File: src/verilog/narrator_pkg.sv
`default_nettype none
package narrator_pkg;

  // ========================================
  // Widths with a meaning
  // ========================================
  typedef logic [22:0]        flash_addr_t;
  typedef logic [31:0]        flash_word_t;
  typedef logic signed [7:0]  sample_t;
  typedef logic [3:0]         phoneme_id_t;
  typedef logic [15:0]        rate_div_t;

  // Samples packed into one flash word, byte 0 plays first
  localparam int SAMPLES_PER_WORD = 4;

  // One word request from the sequencer to the flash reader
  typedef struct packed {
    flash_addr_t addr;
    logic        silent;
    logic        last;
  } word_req_t;

  // One word handed from the flash reader to the unpacker
  typedef struct packed {
    flash_word_t data;
    logic        last;
  } word_beat_t;

  typedef struct packed {
    flash_addr_t start_addr;
    logic [7:0]  word_count;
    logic        silent;
  } phoneme_entry_t;

  // Entry i starts at word 64*i, length 2 + i%4 words, entry 0 is silence
  localparam phoneme_entry_t PHONEME_TABLE [16] = '{
    '{23'd0,   8'd2, 1'b1},
    '{23'd64,  8'd3, 1'b0},
    '{23'd128, 8'd4, 1'b0},
    '{23'd192, 8'd5, 1'b0},
    '{23'd256, 8'd2, 1'b0},
    '{23'd320, 8'd3, 1'b0},
    '{23'd384, 8'd4, 1'b0},
    '{23'd448, 8'd5, 1'b0},
    '{23'd512, 8'd2, 1'b0},
    '{23'd576, 8'd3, 1'b0},
    '{23'd640, 8'd4, 1'b0},
    '{23'd704, 8'd5, 1'b0},
    '{23'd768, 8'd2, 1'b0},
    '{23'd832, 8'd3, 1'b0},
    '{23'd896, 8'd4, 1'b0},
    '{23'd960, 8'd5, 1'b0}
  };

endpackage
`default_nettype wire

File: src/verilog/sample_rate_ctrl.sv
`timescale 1ns/100ps
`default_nettype none
module sample_rate_ctrl #(
  parameter narrator_pkg::rate_div_t SAMPLE_DIV_DEFAULT = 16'd3472,
  parameter narrator_pkg::rate_div_t SAMPLE_DIV_STEP    = 16'd100,
  parameter narrator_pkg::rate_div_t SAMPLE_DIV_MIN     = 16'd1000,
  parameter narrator_pkg::rate_div_t SAMPLE_DIV_MAX     = 16'd10000
) (
  input  wire                     CLK_50M,
  input  wire                     rst_n,
  input  wire                     speed_up,
  input  wire                     speed_down,
  input  wire                     speed_reset,
  output narrator_pkg::rate_div_t sample_divisor,
  output logic                    sample_tick
);
  import narrator_pkg::*;

  // One extra bit so the clamp compares cannot wrap
  localparam logic [$bits(rate_div_t):0] FASTER_FLOOR =
    {1'b0, SAMPLE_DIV_MIN} + {1'b0, SAMPLE_DIV_STEP};

  logic [$bits(rate_div_t):0] slower_wide;
  rate_div_t                  div_next;
  rate_div_t                  tick_cnt;

  assign slower_wide = {1'b0, sample_divisor} + {1'b0, SAMPLE_DIV_STEP};

  // Priority is reset, then up, then down
  always_comb
  begin
    div_next = sample_divisor;
    if (speed_reset)
      div_next = SAMPLE_DIV_DEFAULT;
    else if (speed_up)
      div_next = ({1'b0, sample_divisor} >= FASTER_FLOOR) ?
                 rate_div_t'(sample_divisor - SAMPLE_DIV_STEP) : SAMPLE_DIV_MIN;
    else if (speed_down)
      div_next = (slower_wide > {1'b0, SAMPLE_DIV_MAX}) ?
                 SAMPLE_DIV_MAX : slower_wide[$bits(rate_div_t)-1:0];
  end

  // >= so a shrinking divisor never leaves the counter stranded above it
  assign sample_tick = (tick_cnt >= rate_div_t'(sample_divisor - 1'b1));

  always_ff @(posedge CLK_50M)
  begin
    if (!rst_n)
    begin
      sample_divisor <= SAMPLE_DIV_DEFAULT;
      tick_cnt       <= '0;
    end
    else
    begin
      sample_divisor <= div_next;
      tick_cnt       <= sample_tick ? '0 : rate_div_t'(tick_cnt + 1'b1);
    end
  end

endmodule
`default_nettype wire

File: src/verilog/phoneme_sequencer.sv
`timescale 1ns/100ps
`default_nettype none
module phoneme_sequencer #(
  parameter int WORD_BUF_DEPTH = 2
) (
  input  wire                            CLK_50M,
  input  wire                            rst_n,
  input  wire                            phoneme_valid,
  input  wire narrator_pkg::phoneme_id_t phoneme_id,
  output logic                           phoneme_ready,
  output narrator_pkg::word_req_t        req,
  output logic                           req_valid,
  input  wire                            credit_return
);
  import narrator_pkg::*;

  typedef enum logic {
    SEQ_IDLE,
    SEQ_ISSUE
  } seq_state_t;

  localparam int CREDIT_W = $clog2(WORD_BUF_DEPTH + 1);

  seq_state_t          state;
  logic [CREDIT_W-1:0] credit_cnt;
  phoneme_entry_t      entry;
  logic                accept;
  logic                last_word;
  flash_addr_t         word_addr;
  logic [7:0]          words_left;
  logic                silent_q;

  assign entry         = PHONEME_TABLE[phoneme_id];
  assign phoneme_ready = (state == SEQ_IDLE);
  assign accept        = phoneme_valid && phoneme_ready;
  assign last_word     = (words_left == 8'd1);

  // A request only goes out while a credit is held
  assign req_valid = (state == SEQ_ISSUE) && (credit_cnt != '0);
  assign req       = '{addr: word_addr, silent: silent_q, last: last_word};

  // ========================================
  // Credit counter
  // ========================================
  always_ff @(posedge CLK_50M)
  begin
    if (!rst_n)
      credit_cnt <= CREDIT_W'(WORD_BUF_DEPTH);
    else if (req_valid && !credit_return)
      credit_cnt <= credit_cnt - 1'b1;
    else if (credit_return && !req_valid)
      credit_cnt <= credit_cnt + 1'b1;
  end

  always_ff @(posedge CLK_50M)
  begin
    if (!rst_n)
      state <= SEQ_IDLE;
    else
    begin
      case (state)
        SEQ_IDLE:
          if (accept)
            state <= SEQ_ISSUE;
        SEQ_ISSUE:
          if (req_valid && last_word)
            state <= SEQ_IDLE;
        default:
          state <= SEQ_IDLE;
      endcase
    end
  end

  // Table lookup on accept, then one word per spent credit
  always_ff @(posedge CLK_50M)
  begin
    if (accept)
    begin
      word_addr  <= entry.start_addr;
      words_left <= entry.word_count;
      silent_q   <= entry.silent;
    end
    else if (req_valid)
    begin
      word_addr  <= word_addr + 1'b1;
      words_left <= words_left - 1'b1;
    end
  end

endmodule
`default_nettype wire

File: src/verilog/flash_word_reader.sv
`timescale 1ns/100ps
`default_nettype none
module flash_word_reader #(
  parameter int WORD_BUF_DEPTH = 2
) (
  input  wire                            CLK_50M,
  input  wire                            rst_n,
  input  wire narrator_pkg::word_req_t   req,
  input  wire                            req_valid,
  output logic                           flash_read,
  output narrator_pkg::flash_addr_t      flash_address,
  input  wire                            flash_waitrequest,
  input  wire narrator_pkg::flash_word_t flash_readdata,
  input  wire                            flash_readdatavalid,
  output narrator_pkg::word_beat_t       beat,
  output logic                           beat_valid
);
  import narrator_pkg::*;

  typedef enum logic [1:0] {
    RD_IDLE,
    RD_REQUEST,
    RD_WAIT_DATA
  } rd_state_t;

  localparam int PTR_W   = (WORD_BUF_DEPTH > 1) ? $clog2(WORD_BUF_DEPTH) : 1;
  localparam int COUNT_W = $clog2(WORD_BUF_DEPTH + 1);

  word_req_t          req_q [WORD_BUF_DEPTH];
  logic [PTR_W-1:0]   wr_ptr;
  logic [PTR_W-1:0]   rd_ptr;
  logic [COUNT_W-1:0] q_count;
  word_req_t          head;
  logic               pop;
  logic               got_data;
  logic               last_q;
  rd_state_t          state;

  assign head       = req_q[rd_ptr];
  assign pop        = (state == RD_IDLE) && (q_count != '0);
  assign flash_read = (state == RD_REQUEST);
  // Data may land in the accept cycle or any cycle after it
  assign got_data   = flash_readdatavalid &&
                      ((state == RD_WAIT_DATA) || (flash_read && !flash_waitrequest));

  always_ff @(posedge CLK_50M)
  begin
    if (req_valid)
      req_q[wr_ptr] <= req;
  end

  always_ff @(posedge CLK_50M)
  begin
    if (!rst_n)
    begin
      wr_ptr  <= '0;
      rd_ptr  <= '0;
      q_count <= '0;
    end
    else
    begin
      if (req_valid)
        wr_ptr <= (wr_ptr == PTR_W'(WORD_BUF_DEPTH - 1)) ? '0 : wr_ptr + 1'b1;
      if (pop)
        rd_ptr <= (rd_ptr == PTR_W'(WORD_BUF_DEPTH - 1)) ? '0 : rd_ptr + 1'b1;
      if (req_valid && !pop)
        q_count <= q_count + 1'b1;
      else if (pop && !req_valid)
        q_count <= q_count - 1'b1;
    end
  end

  // ========================================
  // Read FSM, one read in flight
  // ========================================
  always_ff @(posedge CLK_50M)
  begin
    if (!rst_n)
    begin
      state      <= RD_IDLE;
      beat_valid <= 1'b0;
    end
    else
    begin
      beat_valid <= got_data || (pop && head.silent);
      case (state)
        RD_IDLE:
          if (pop && !head.silent)
            state <= RD_REQUEST;
        RD_REQUEST:
          if (!flash_waitrequest)
            state <= got_data ? RD_IDLE : RD_WAIT_DATA;
        RD_WAIT_DATA:
          if (got_data)
            state <= RD_IDLE;
        default:
          state <= RD_IDLE;
      endcase
    end
  end

  // Silent words come out as zero without touching flash
  always_ff @(posedge CLK_50M)
  begin
    if (pop)
    begin
      flash_address <= head.addr;
      last_q        <= head.last;
      beat          <= '{data: '0, last: head.last};
    end
    else if (got_data)
      beat <= '{data: flash_readdata, last: last_q};
  end

endmodule
`default_nettype wire

File: src/verilog/sample_unpacker.sv
`timescale 1ns/100ps
`default_nettype none
module sample_unpacker #(
  parameter int WORD_BUF_DEPTH = 2
) (
  input  wire                           CLK_50M,
  input  wire                           rst_n,
  input  wire narrator_pkg::word_beat_t beat,
  input  wire                           beat_valid,
  input  wire                           sample_tick,
  output narrator_pkg::sample_t         sample_out,
  output logic                          sample_strobe,
  output logic                          phoneme_done,
  output logic                          credit_return
);
  import narrator_pkg::*;

  localparam int PTR_W      = (WORD_BUF_DEPTH > 1) ? $clog2(WORD_BUF_DEPTH) : 1;
  localparam int COUNT_W    = $clog2(WORD_BUF_DEPTH + 1);
  localparam int BYTE_IDX_W = $clog2(SAMPLES_PER_WORD);

  word_beat_t            word_q [WORD_BUF_DEPTH];
  logic [PTR_W-1:0]      wr_ptr;
  logic [PTR_W-1:0]      rd_ptr;
  logic [COUNT_W-1:0]    q_count;
  logic [BYTE_IDX_W-1:0] byte_idx;
  word_beat_t            head;
  logic                  emit;
  logic                  word_end;

  assign head     = word_q[rd_ptr];
  // Ticks that find the queue empty are dropped
  assign emit     = sample_tick && (q_count != '0);
  assign word_end = emit && (byte_idx == BYTE_IDX_W'(SAMPLES_PER_WORD - 1));

  always_ff @(posedge CLK_50M)
  begin
    if (beat_valid)
      word_q[wr_ptr] <= beat;
  end

  always_ff @(posedge CLK_50M)
  begin
    if (!rst_n)
    begin
      wr_ptr        <= '0;
      rd_ptr        <= '0;
      q_count       <= '0;
      byte_idx      <= '0;
      sample_strobe <= 1'b0;
      phoneme_done  <= 1'b0;
      credit_return <= 1'b0;
    end
    else
    begin
      sample_strobe <= emit;
      phoneme_done  <= word_end && head.last;
      // Word slot is free again, hand the credit back
      credit_return <= word_end;
      if (emit)
        byte_idx <= word_end ? '0 : byte_idx + 1'b1;
      if (beat_valid)
        wr_ptr <= (wr_ptr == PTR_W'(WORD_BUF_DEPTH - 1)) ? '0 : wr_ptr + 1'b1;
      if (word_end)
        rd_ptr <= (rd_ptr == PTR_W'(WORD_BUF_DEPTH - 1)) ? '0 : rd_ptr + 1'b1;
      if (beat_valid && !word_end)
        q_count <= q_count + 1'b1;
      else if (word_end && !beat_valid)
        q_count <= q_count - 1'b1;
    end
  end

  // Byte 0 in bits 7:0 goes out first
  always_ff @(posedge CLK_50M)
  begin
    if (emit)
      sample_out <= head.data[byte_idx * $bits(sample_t) +: $bits(sample_t)];
  end

endmodule
`default_nettype wire

File: src/verilog/narrator_top.sv
`timescale 1ns/100ps
`default_nettype none
module narrator_top #(
  parameter narrator_pkg::rate_div_t SAMPLE_DIV_DEFAULT = 16'd3472,
  parameter narrator_pkg::rate_div_t SAMPLE_DIV_STEP    = 16'd100,
  parameter narrator_pkg::rate_div_t SAMPLE_DIV_MIN     = 16'd1000,
  parameter narrator_pkg::rate_div_t SAMPLE_DIV_MAX     = 16'd10000,
  parameter int                      WORD_BUF_DEPTH     = 2
) (
  input  wire                            CLK_50M,
  input  wire                            rst_n,
  input  wire                            phoneme_valid,
  input  wire narrator_pkg::phoneme_id_t phoneme_id,
  output logic                           phoneme_ready,
  output logic                           flash_read,
  output narrator_pkg::flash_addr_t      flash_address,
  input  wire                            flash_waitrequest,
  input  wire narrator_pkg::flash_word_t flash_readdata,
  input  wire                            flash_readdatavalid,
  input  wire                            speed_up,
  input  wire                            speed_down,
  input  wire                            speed_reset,
  output narrator_pkg::sample_t          sample_out,
  output logic                           sample_strobe,
  output logic                           phoneme_done,
  output narrator_pkg::rate_div_t        sample_divisor
);
  import narrator_pkg::*;

  // ========================================
  // Pipeline nets
  // ========================================
  word_req_t  req;
  logic       req_valid;
  word_beat_t beat;
  logic       beat_valid;
  logic       credit_return;
  logic       sample_tick;

  sample_rate_ctrl #(
    .SAMPLE_DIV_DEFAULT (SAMPLE_DIV_DEFAULT),
    .SAMPLE_DIV_STEP    (SAMPLE_DIV_STEP),
    .SAMPLE_DIV_MIN     (SAMPLE_DIV_MIN),
    .SAMPLE_DIV_MAX     (SAMPLE_DIV_MAX)
  ) rate_ctrl (
    .CLK_50M        (CLK_50M),
    .rst_n          (rst_n),
    .speed_up       (speed_up),
    .speed_down     (speed_down),
    .speed_reset    (speed_reset),
    .sample_divisor (sample_divisor),
    .sample_tick    (sample_tick)
  );

  // Phoneme number to word requests, paced by credits
  phoneme_sequencer #(.WORD_BUF_DEPTH(WORD_BUF_DEPTH)) sequencer (
    .CLK_50M       (CLK_50M),
    .rst_n         (rst_n),
    .phoneme_valid (phoneme_valid),
    .phoneme_id    (phoneme_id),
    .phoneme_ready (phoneme_ready),
    .req           (req),
    .req_valid     (req_valid),
    .credit_return (credit_return)
  );

  flash_word_reader #(.WORD_BUF_DEPTH(WORD_BUF_DEPTH)) reader (
    .CLK_50M             (CLK_50M),
    .rst_n               (rst_n),
    .req                 (req),
    .req_valid           (req_valid),
    .flash_read          (flash_read),
    .flash_address       (flash_address),
    .flash_waitrequest   (flash_waitrequest),
    .flash_readdata      (flash_readdata),
    .flash_readdatavalid (flash_readdatavalid),
    .beat                (beat),
    .beat_valid          (beat_valid)
  );

  // Word to bytes at the sample rate, credits go back upstream
  sample_unpacker #(.WORD_BUF_DEPTH(WORD_BUF_DEPTH)) unpacker (
    .CLK_50M       (CLK_50M),
    .rst_n         (rst_n),
    .beat          (beat),
    .beat_valid    (beat_valid),
    .sample_tick   (sample_tick),
    .sample_out    (sample_out),
    .sample_strobe (sample_strobe),
    .phoneme_done  (phoneme_done),
    .credit_return (credit_return)
  );

endmodule
`default_nettype wire

File: config.mk
export PLATFORM = sky130hd
export DESIGN_NAME = narrator_top
export DESIGN_NICKNAME = d
export VERILOG_FILES = /design/src/verilog/narrator_pkg.sv /design/src/verilog/sample_rate_ctrl.sv /design/src/verilog/phoneme_sequencer.sv /design/src/verilog/flash_word_reader.sv /design/src/verilog/sample_unpacker.sv /design/src/verilog/narrator_top.sv
export SDC_FILE = /design/constraint.sdc
export NUM_CORES = 1
export LEC_CHECK = 0
export ABC_AREA = 1
export BUFFER_PORTS_ARGS = -buffer_cell sky130_fd_sc_hd__buf_2
export CAP_MARGIN = 20
export CELL_PAD_IN_SITES_DETAIL_PLACEMENT = 1
export CELL_PAD_IN_SITES_GLOBAL_PLACEMENT = 1
export CORE_UTILIZATION = 47
export DETAILED_ROUTE_END_ITERATION = 16
export PLACE_DENSITY = 0.8
export SYNTH_ARGS = -nofsm -noshare
export SYNTH_HDL_FRONTEND = slang
export SYNTH_SLANG_ARGS = --single-unit
File: constraint.sdc
create_clock -name CLK_50M -period 4.2 [get_ports CLK_50M]
set_input_delay 1.05 -clock CLK_50M [delete_from_list [all_inputs] [get_ports CLK_50M]]
set_output_delay 1.05 -clock CLK_50M [all_outputs]
set_load 0.05 [all_outputs]
# Word level (Yosys, flattened, before mapping)
# Memory sizes are Yosys's and may differ from the RTL's. A register that Yosys moved wholly into a read port is not among the register bits.
# Index checks and enable logic that the tools add are counted.
[word_totals]
word_cells = 137
rom_bits = 512
input_bits = 44
latchBits = 0
n_memories = 3
ram_bits = 116
output_inout_bits = 51
reg_bits = 148
[mem_list]
columns = ["memory", "words", "width", "rd", "rd_clocked_by_memory_dff", "write_ports", "line_no", "source"]
rows = [
  ["(no name shown)", 16, 32, 1, 0, 0, "phoneme_sequencer.sv:33", "assign entry = PHONEME_TABLE[phoneme_id];"],
  ["unpacker.word_q", 2, 33, 1, 1, 1, "sample_unpacker.sv:22", "word_beat_t word_q [WORD_BUF_DEPTH];"],
  ["reader.req_q", 2, 25, 1, 1, 1, "flash_word_reader.sv:29", "word_req_t req_q [WORD_BUF_DEPTH];"],
]
[op_classes]
add_sub_neg = 17
n_lt_le_gt_ge = 4
n_shift = 1
n_bitwise = 3
n_reduce_logical = 39
muxes = 39
div_mod_pow = 0
mul = 0
eq_ne = 7
[op_table]
columns = ["operator", "n"]
rows = [
  ["16-bit 2-to-1 mux", 4],
  ["32-bit 2-to-1 mux", 2],
  ["23-bit 2-to-1 mux", 2],
  ["32-bit by 6-bit variable part select with 8-bit output", 1],
  ["23-bit by 1-bit adder with 23-bit output, second input constant", 1],
  ["2-bit 2-to-1 mux", 11],
  ["2-bit nonzero test", 9],
  ["16-bit by 7-bit adder with 17-bit output, second input constant", 1],
  ["17-bit by 14-bit greater-than comparator with 1-bit output, second input constant", 1],
  ["1-bit logical AND", 17],
  ["16-bit by 1-bit adder with 16-bit output, second input constant", 1],
  ["16-bit by 11-bit greater-or-equal comparator with 1-bit output, second input constant", 1],
  ["16-bit greater-or-equal comparator", 1],
  ["1-bit 2-to-1 mux", 16],
  ["8-bit 2-to-1 mux", 2],
  ["16-bit by 1-bit subtractor with 16-bit output, second input constant", 1],
  ["16-bit by 7-bit subtractor with 16-bit output, second input constant", 1],
  ["2-bit by 1-bit adder with 2-bit output, second input constant", 4],
  ["8-bit by 1-bit == test with 1-bit output, second input constant", 1],
  ["8-bit by 1-bit subtractor with 8-bit output, second input constant", 1],
  ["1-bit zero test", 7],
  ["2-bit one-hot mux with 3 select lines", 1],
  ["2-bit by 1-bit subtractor with 2-bit output, second input constant", 3],
  ["5-bit greater-or-equal comparator, second input constant", 1],
  ["other kinds (12)", 20],
]

# Depth between registers and ports, before layout
[depth]
ltp_word = 7
ltp_mapped = 20
ltp_nobuf = 20

# Hierarchy
# From an unflattened synthesis, not the netlist that was laid out.
[unflattened]
hier_cells = 1431
hier_area_um2 = 12866.1
[by_module_without_submodules]
columns = ["mod", "seq_area_each_um2", "area_each_um2", "n_inst", "cells_per_inst"]
rows = [
  ["flash_word_reader", 3052.9, 4375.4, 1, 371],
  ["sample_unpacker", 2422.3, 3537.1, 1, 343],
  ["sample_rate_ctrl", 600.6, 2850.2, 1, 456],
  ["phoneme_sequencer", 1021.0, 2103.3, 1, 261],
]

# Worst setup path before layout
# OpenSTA, ideal clock, no wires.
[synth_timing]
path_kind = "reg-to-reg"
startpoint = "register rate_ctrl.sample_divisor[2]"
endpoint = "register unpacker.q_count[1]"
n_path_buf = 0
required_time_ns = 4.078
arrival_ns = 3.379
period_less_slack_ns = 3.501
setup_slack_ns = 0.699
stages_incl_launch_ff = 20
path_cell_list = "dfxtp_1 > inv_1 > ha_1 > nand2_1 > nor2_1 > inv_1 > nor2_1 > o21ai_0 > inv_1 > ha_1 > nand2_1 > nor4_1 > o21ai_0 > nand3_1 > nand3_1 > ha_1 > a21oi_1 > o21ai_0 > o21ai_0 > a21oi_1"
[synth_between]
elab_chain_len = 7
word_cells_on_any_way = 9
classes_between = "1 x add/sub; 1 x order compare; 1 x mux; 6 x reduce/logical"
[synth_rtl]
columns = ["item", "line_no", "source"]
rows = [
  ["from (decl)", "sample_rate_ctrl.sv:14", "output narrator_pkg::rate_div_t sample_divisor,"],
  ["from (signal assigned)", "sample_rate_ctrl.sv:55", "sample_divisor <= div_next;"],
  ["16-bit by 1-bit subtractor with 16-bit output (*)", "sample_rate_ctrl.sv:44", "assign sample_tick = (tick_cnt >= rate_div_t'(sample_divisor - 1'b1));"],
  ["16-bit greater-or-equal comparator (*)", "sample_rate_ctrl.sv:44", ""],
  ["1-bit logical AND (*)", "sample_unpacker.sv:33", "assign emit = sample_tick && (q_count != '0);"],
  ["1-bit logical AND (*)", "sample_unpacker.sv:34", "assign word_end = emit && (byte_idx == BYTE_IDX_W'(SAMPLES_PER_WORD - 1));"],
  ["1-bit zero test", "sample_unpacker.sv:66", "if (beat_valid && !word_end)"],
  ["1-bit logical AND", "sample_unpacker.sv:66", ""],
  ["2-bit 2-to-1 mux / 2-bit nonzero test (equally long branches)", "n/a", ""],
  ["to (signal assigned)", "sample_unpacker.sv:67", "q_count <= q_count + 1'b1;"],
  ["to (signal assigned)", "sample_unpacker.sv:69", "q_count <= q_count - 1'b1;"],
  ["to (decl)", "sample_unpacker.sv:25", "logic [COUNT_W-1:0] q_count;"],
]
# Every way passes the cells marked *; elsewhere a longest branch is shown, timed or not.
# A chain may end at the register's enable or synchronous reset.

# Worst setup path after layout
# Same ends and word-level chain as after synthesis.

==> flow_metrics.tcl <==
set metrics [dict create \
    netlist_area_sq_um 11600 \
    die_area_sq_um 25300 \
    max_freq_mhz 266 \
    grt_pass1_vias 9053 \
    relSlewSlack 0.327 \
    initial_core_util 0.479 \
    endpoint_kind "flip-flop" \
    coreArea_sq_um 24200 \
    post-route-drc-count 0 \
    p_leak_nw 5.23 \
    vias 8548 \
    numCtsBuffers 28 \
    crit_required_ps 4610 \
    synthFlopType "edfxtp_1" \
    track_usage 0.234 \
    grt_first_pass_wirelength_um 47500 \
    hold_viol 0 \
    maxSlewViolCount 0 \
    viasPerCell 5.37 \
    drive_gt1_frac 0.162 \
    pre_cts_slack_ps 369 \
    synth_seq_area_share 0.612 \
    place_congestion 0.886 \
    fin_area_sq_um 13300 \
    crit_buf_inv 3 \
    clk_latency_ps 530 \
    crit_chain "inv_1 -> ha_1 -> nand2_1 -> nor2_2 -> inv_1 -> nor2_1 -> o21ai_0 -> o21ai_0 -> inv_1 -> ha_1 -> nand2_1 -> nor4_1 -> o21ai_0 -> nand3_1 -> nand3_1 -> ha_1 -> a21oi_1 -> o21ai_0 -> o21ai_0 -> a21oi_1" \
    pin_count 95 \
    drv_cap 0 \
    max_stage_delay_ps 410 \
    ant_nets 0 \
    cts_root_buf "clkbuf_16" \
    clock-sinks 264 \
    dpl.hpwl_um 19900 \
    path_delay_family "simple AND/OR/NAND/NOR gates" \
    synth_cell_types 46 \
    rsz0062_at_grt "false" \
    tns_ps 0 \
    synthCells 1152 \
    tightest_slew_ps 1010 \
    antenna_found_initial 1 \
    cts_tree "yes" \
    drt-initial-drc-count 459 \
    synth_enable_flop_cells 181 \
    crit_path_frequent_cell "o21ai_0" \
    port_buffers 92 \
    ir_drop_uv 382 \
    setup_viol 0 \
    whs_ps 455 \
    routedWlPerCell_um 18.4 \
    syn2layout_area_growth_pct 14.8 \
    cp_max_fo 10 \
    num-nets-final 1317 \
    startpoint_type "flip-flop" \
    fp.dieW_um 159 \
    hold_path.class "reg -> reg" \
    drt-total-wl_um 29200 \
    crit_arrival_ps 4170 \
    synthArstFlopShare 0 \
    grt-ovfl-total 0 \
    yosys_warnings 0 \
    period_needed_ps 3760 \
    cts_setup_buffers 0 \
    worst_slack_ps 441 \
    grt_max_degree 38 \
    cts.clk_slew.worst_paths_ps 60 \
    p_per_area_nw_per_um2 565 \
    status "completed" \
    slowest_stage "dfxtp_1" \
    dr.pass1.iters 7 \
    syn_area_per_cell_sq_um 10.1 \
    ys_ff_latch 264 \
    htreeDepth 1 \
    fin_worst_skew_ps 12.8 \
    fp-row-count 57 \
    final_util 0.549 \
    cts_buffer_depth 3 \
    worstSetupPathType "reg -> reg" \
    place_area_sq_um 12400 \
    post-route-period-util 0.895 \
    die_y_um 159 \
]
what timing repair did:
action / 4_1_cts / 5_1_grt
hold buffers: 0 / 0
endpoints found under the setup margin: 0 / 1
endpoints found under the hold margin: 0 / 0
gates resized for setup: 0 / 1
where the power goes:
part           switching (W)  total (W)  internal, W
clock               0.000969    0.00238      0.00141
sequential          0.000269    0.00362      0.00335
combinational        0.00109    0.00153     0.000441
logic make-up (layout without fill, tap and decap cells):
kind of cell,Yosys count,after routing,share of synthesized area
AND/OR/NAND/NOR,454,454,0.169
flip-flops,264,264,0.612
AO/OA/AOI/OAI,210,210,0.0967
buffers and inverters,147,262,0.0507
adder cells (fa/ha/maj),27,27,0.0291
multiplexers,25,25,0.0243
XOR/XNOR,24,24,0.0181
other,1,3,0.000323
worst paths after layout:
kind,cells after the start,start,slack [ps],endpoint
setup / recovery,20,rate_ctrl.sample_divisor[2],440,unpacker.q_count[1]
hold / removal,0,reader.beat[17],450,unpacker.word_q[0][17]
setup reg to reg,20,rate_ctrl.sample_divisor[2],440,unpacker.q_count[1]
hold reg to reg,0,reader.beat[17],450,unpacker.word_q[0][17]
through the flow:
stage          std cells  power [W]
4_1_cts             1591    0.00757
3_5_place_dp        1539    0.00519
2_1_floorplan       1153    0.00469
3_3_place_gp        1539    0.00508
5_1_grt             1593    0.00785
6_report            1593    0.00752
sequential cells by signal (all words and copies together) (netlist names), 2 cells and up, named ones only:
name,count
rate_ctrl.sample_divisor,14
reader.beat,33
sequencer.word_addr,23
unpacker.byte_idx,2
unpacker.sample_out,8
unpacker.word_q,66
rate_ctrl.tick_cnt,16
reader.req_q,50
reader.state,2
reader.flash_address,23
sequencer.credit_cnt,2
sequencer.words_left,8
reader.q_count,2
unpacker.q_count,2
cell usage in the layout (no fill, tap or decap), types with 21 or more instances in the layout:
cell | Yosys | final
clkbuf_16 | 0 | 29
edfxtp_1 | 181 | 181
o21ai_0 | 105 | 105
ha_1 | 27 | 27
nor2_1 | 209 | 205
nand2_1 | 143 | 143
mux2_2 | 25 | 25
dfxtp_1 | 83 | 83
a21oi_1 | 66 | 66
inv_1 | 103 | 103
xor2_1 | 21 | 21
nand3_1 | 38 | 38
buf_2 | 4 | 92
Yosys cell counts (11+ instances only):
cell / instances / share of area
nor2_1: 209 / 0.068
edfxtp_1: 181 / 0.47
nand2_1: 143 / 0.046
o21ai_0: 105 / 0.045
inv_1: 103 / 0.033
dfxtp_1: 83 / 0.14
a21oi_1: 66 / 0.028
nand3_1: 38 / 0.016
clkbuf_1: 30 / 0.0097
ha_1: 27 / 0.029
mux2_2: 25 / 0.024
xor2_1: 21 / 0.016
nand4_1: 16 / 0.0086
a31oi_1: 11 / 0.0059
nor3_1: 11 / 0.0047
layer usage:
layer | track usage | up-vias | part of all wire
met5 | 0 | - | 0
met2 | 0.421 | 192 | 0.51
met1 | 0.297 | 4190 | 0.42
li1 | - | 4114 | -
met4 | 0.0747 | 0 | 0.027
met3 | 0.0234 | 52 | 0.038
cell type report:
class | count | area [sq um]
Antenna cell | 1 | 2.50
Clock buffer | 46 | 870
Clock inverter | 6 | 38.8
Fill cell | 2715 | 10900
Inverter | 106 | 398
Multi-Input combinational cell | 742 | 3940
Sequential cell | 264 | 7100
Tap cell | 324 | 405
Timing Repair Buffer | 104 | 571
(Power assumes the default switching activity.)
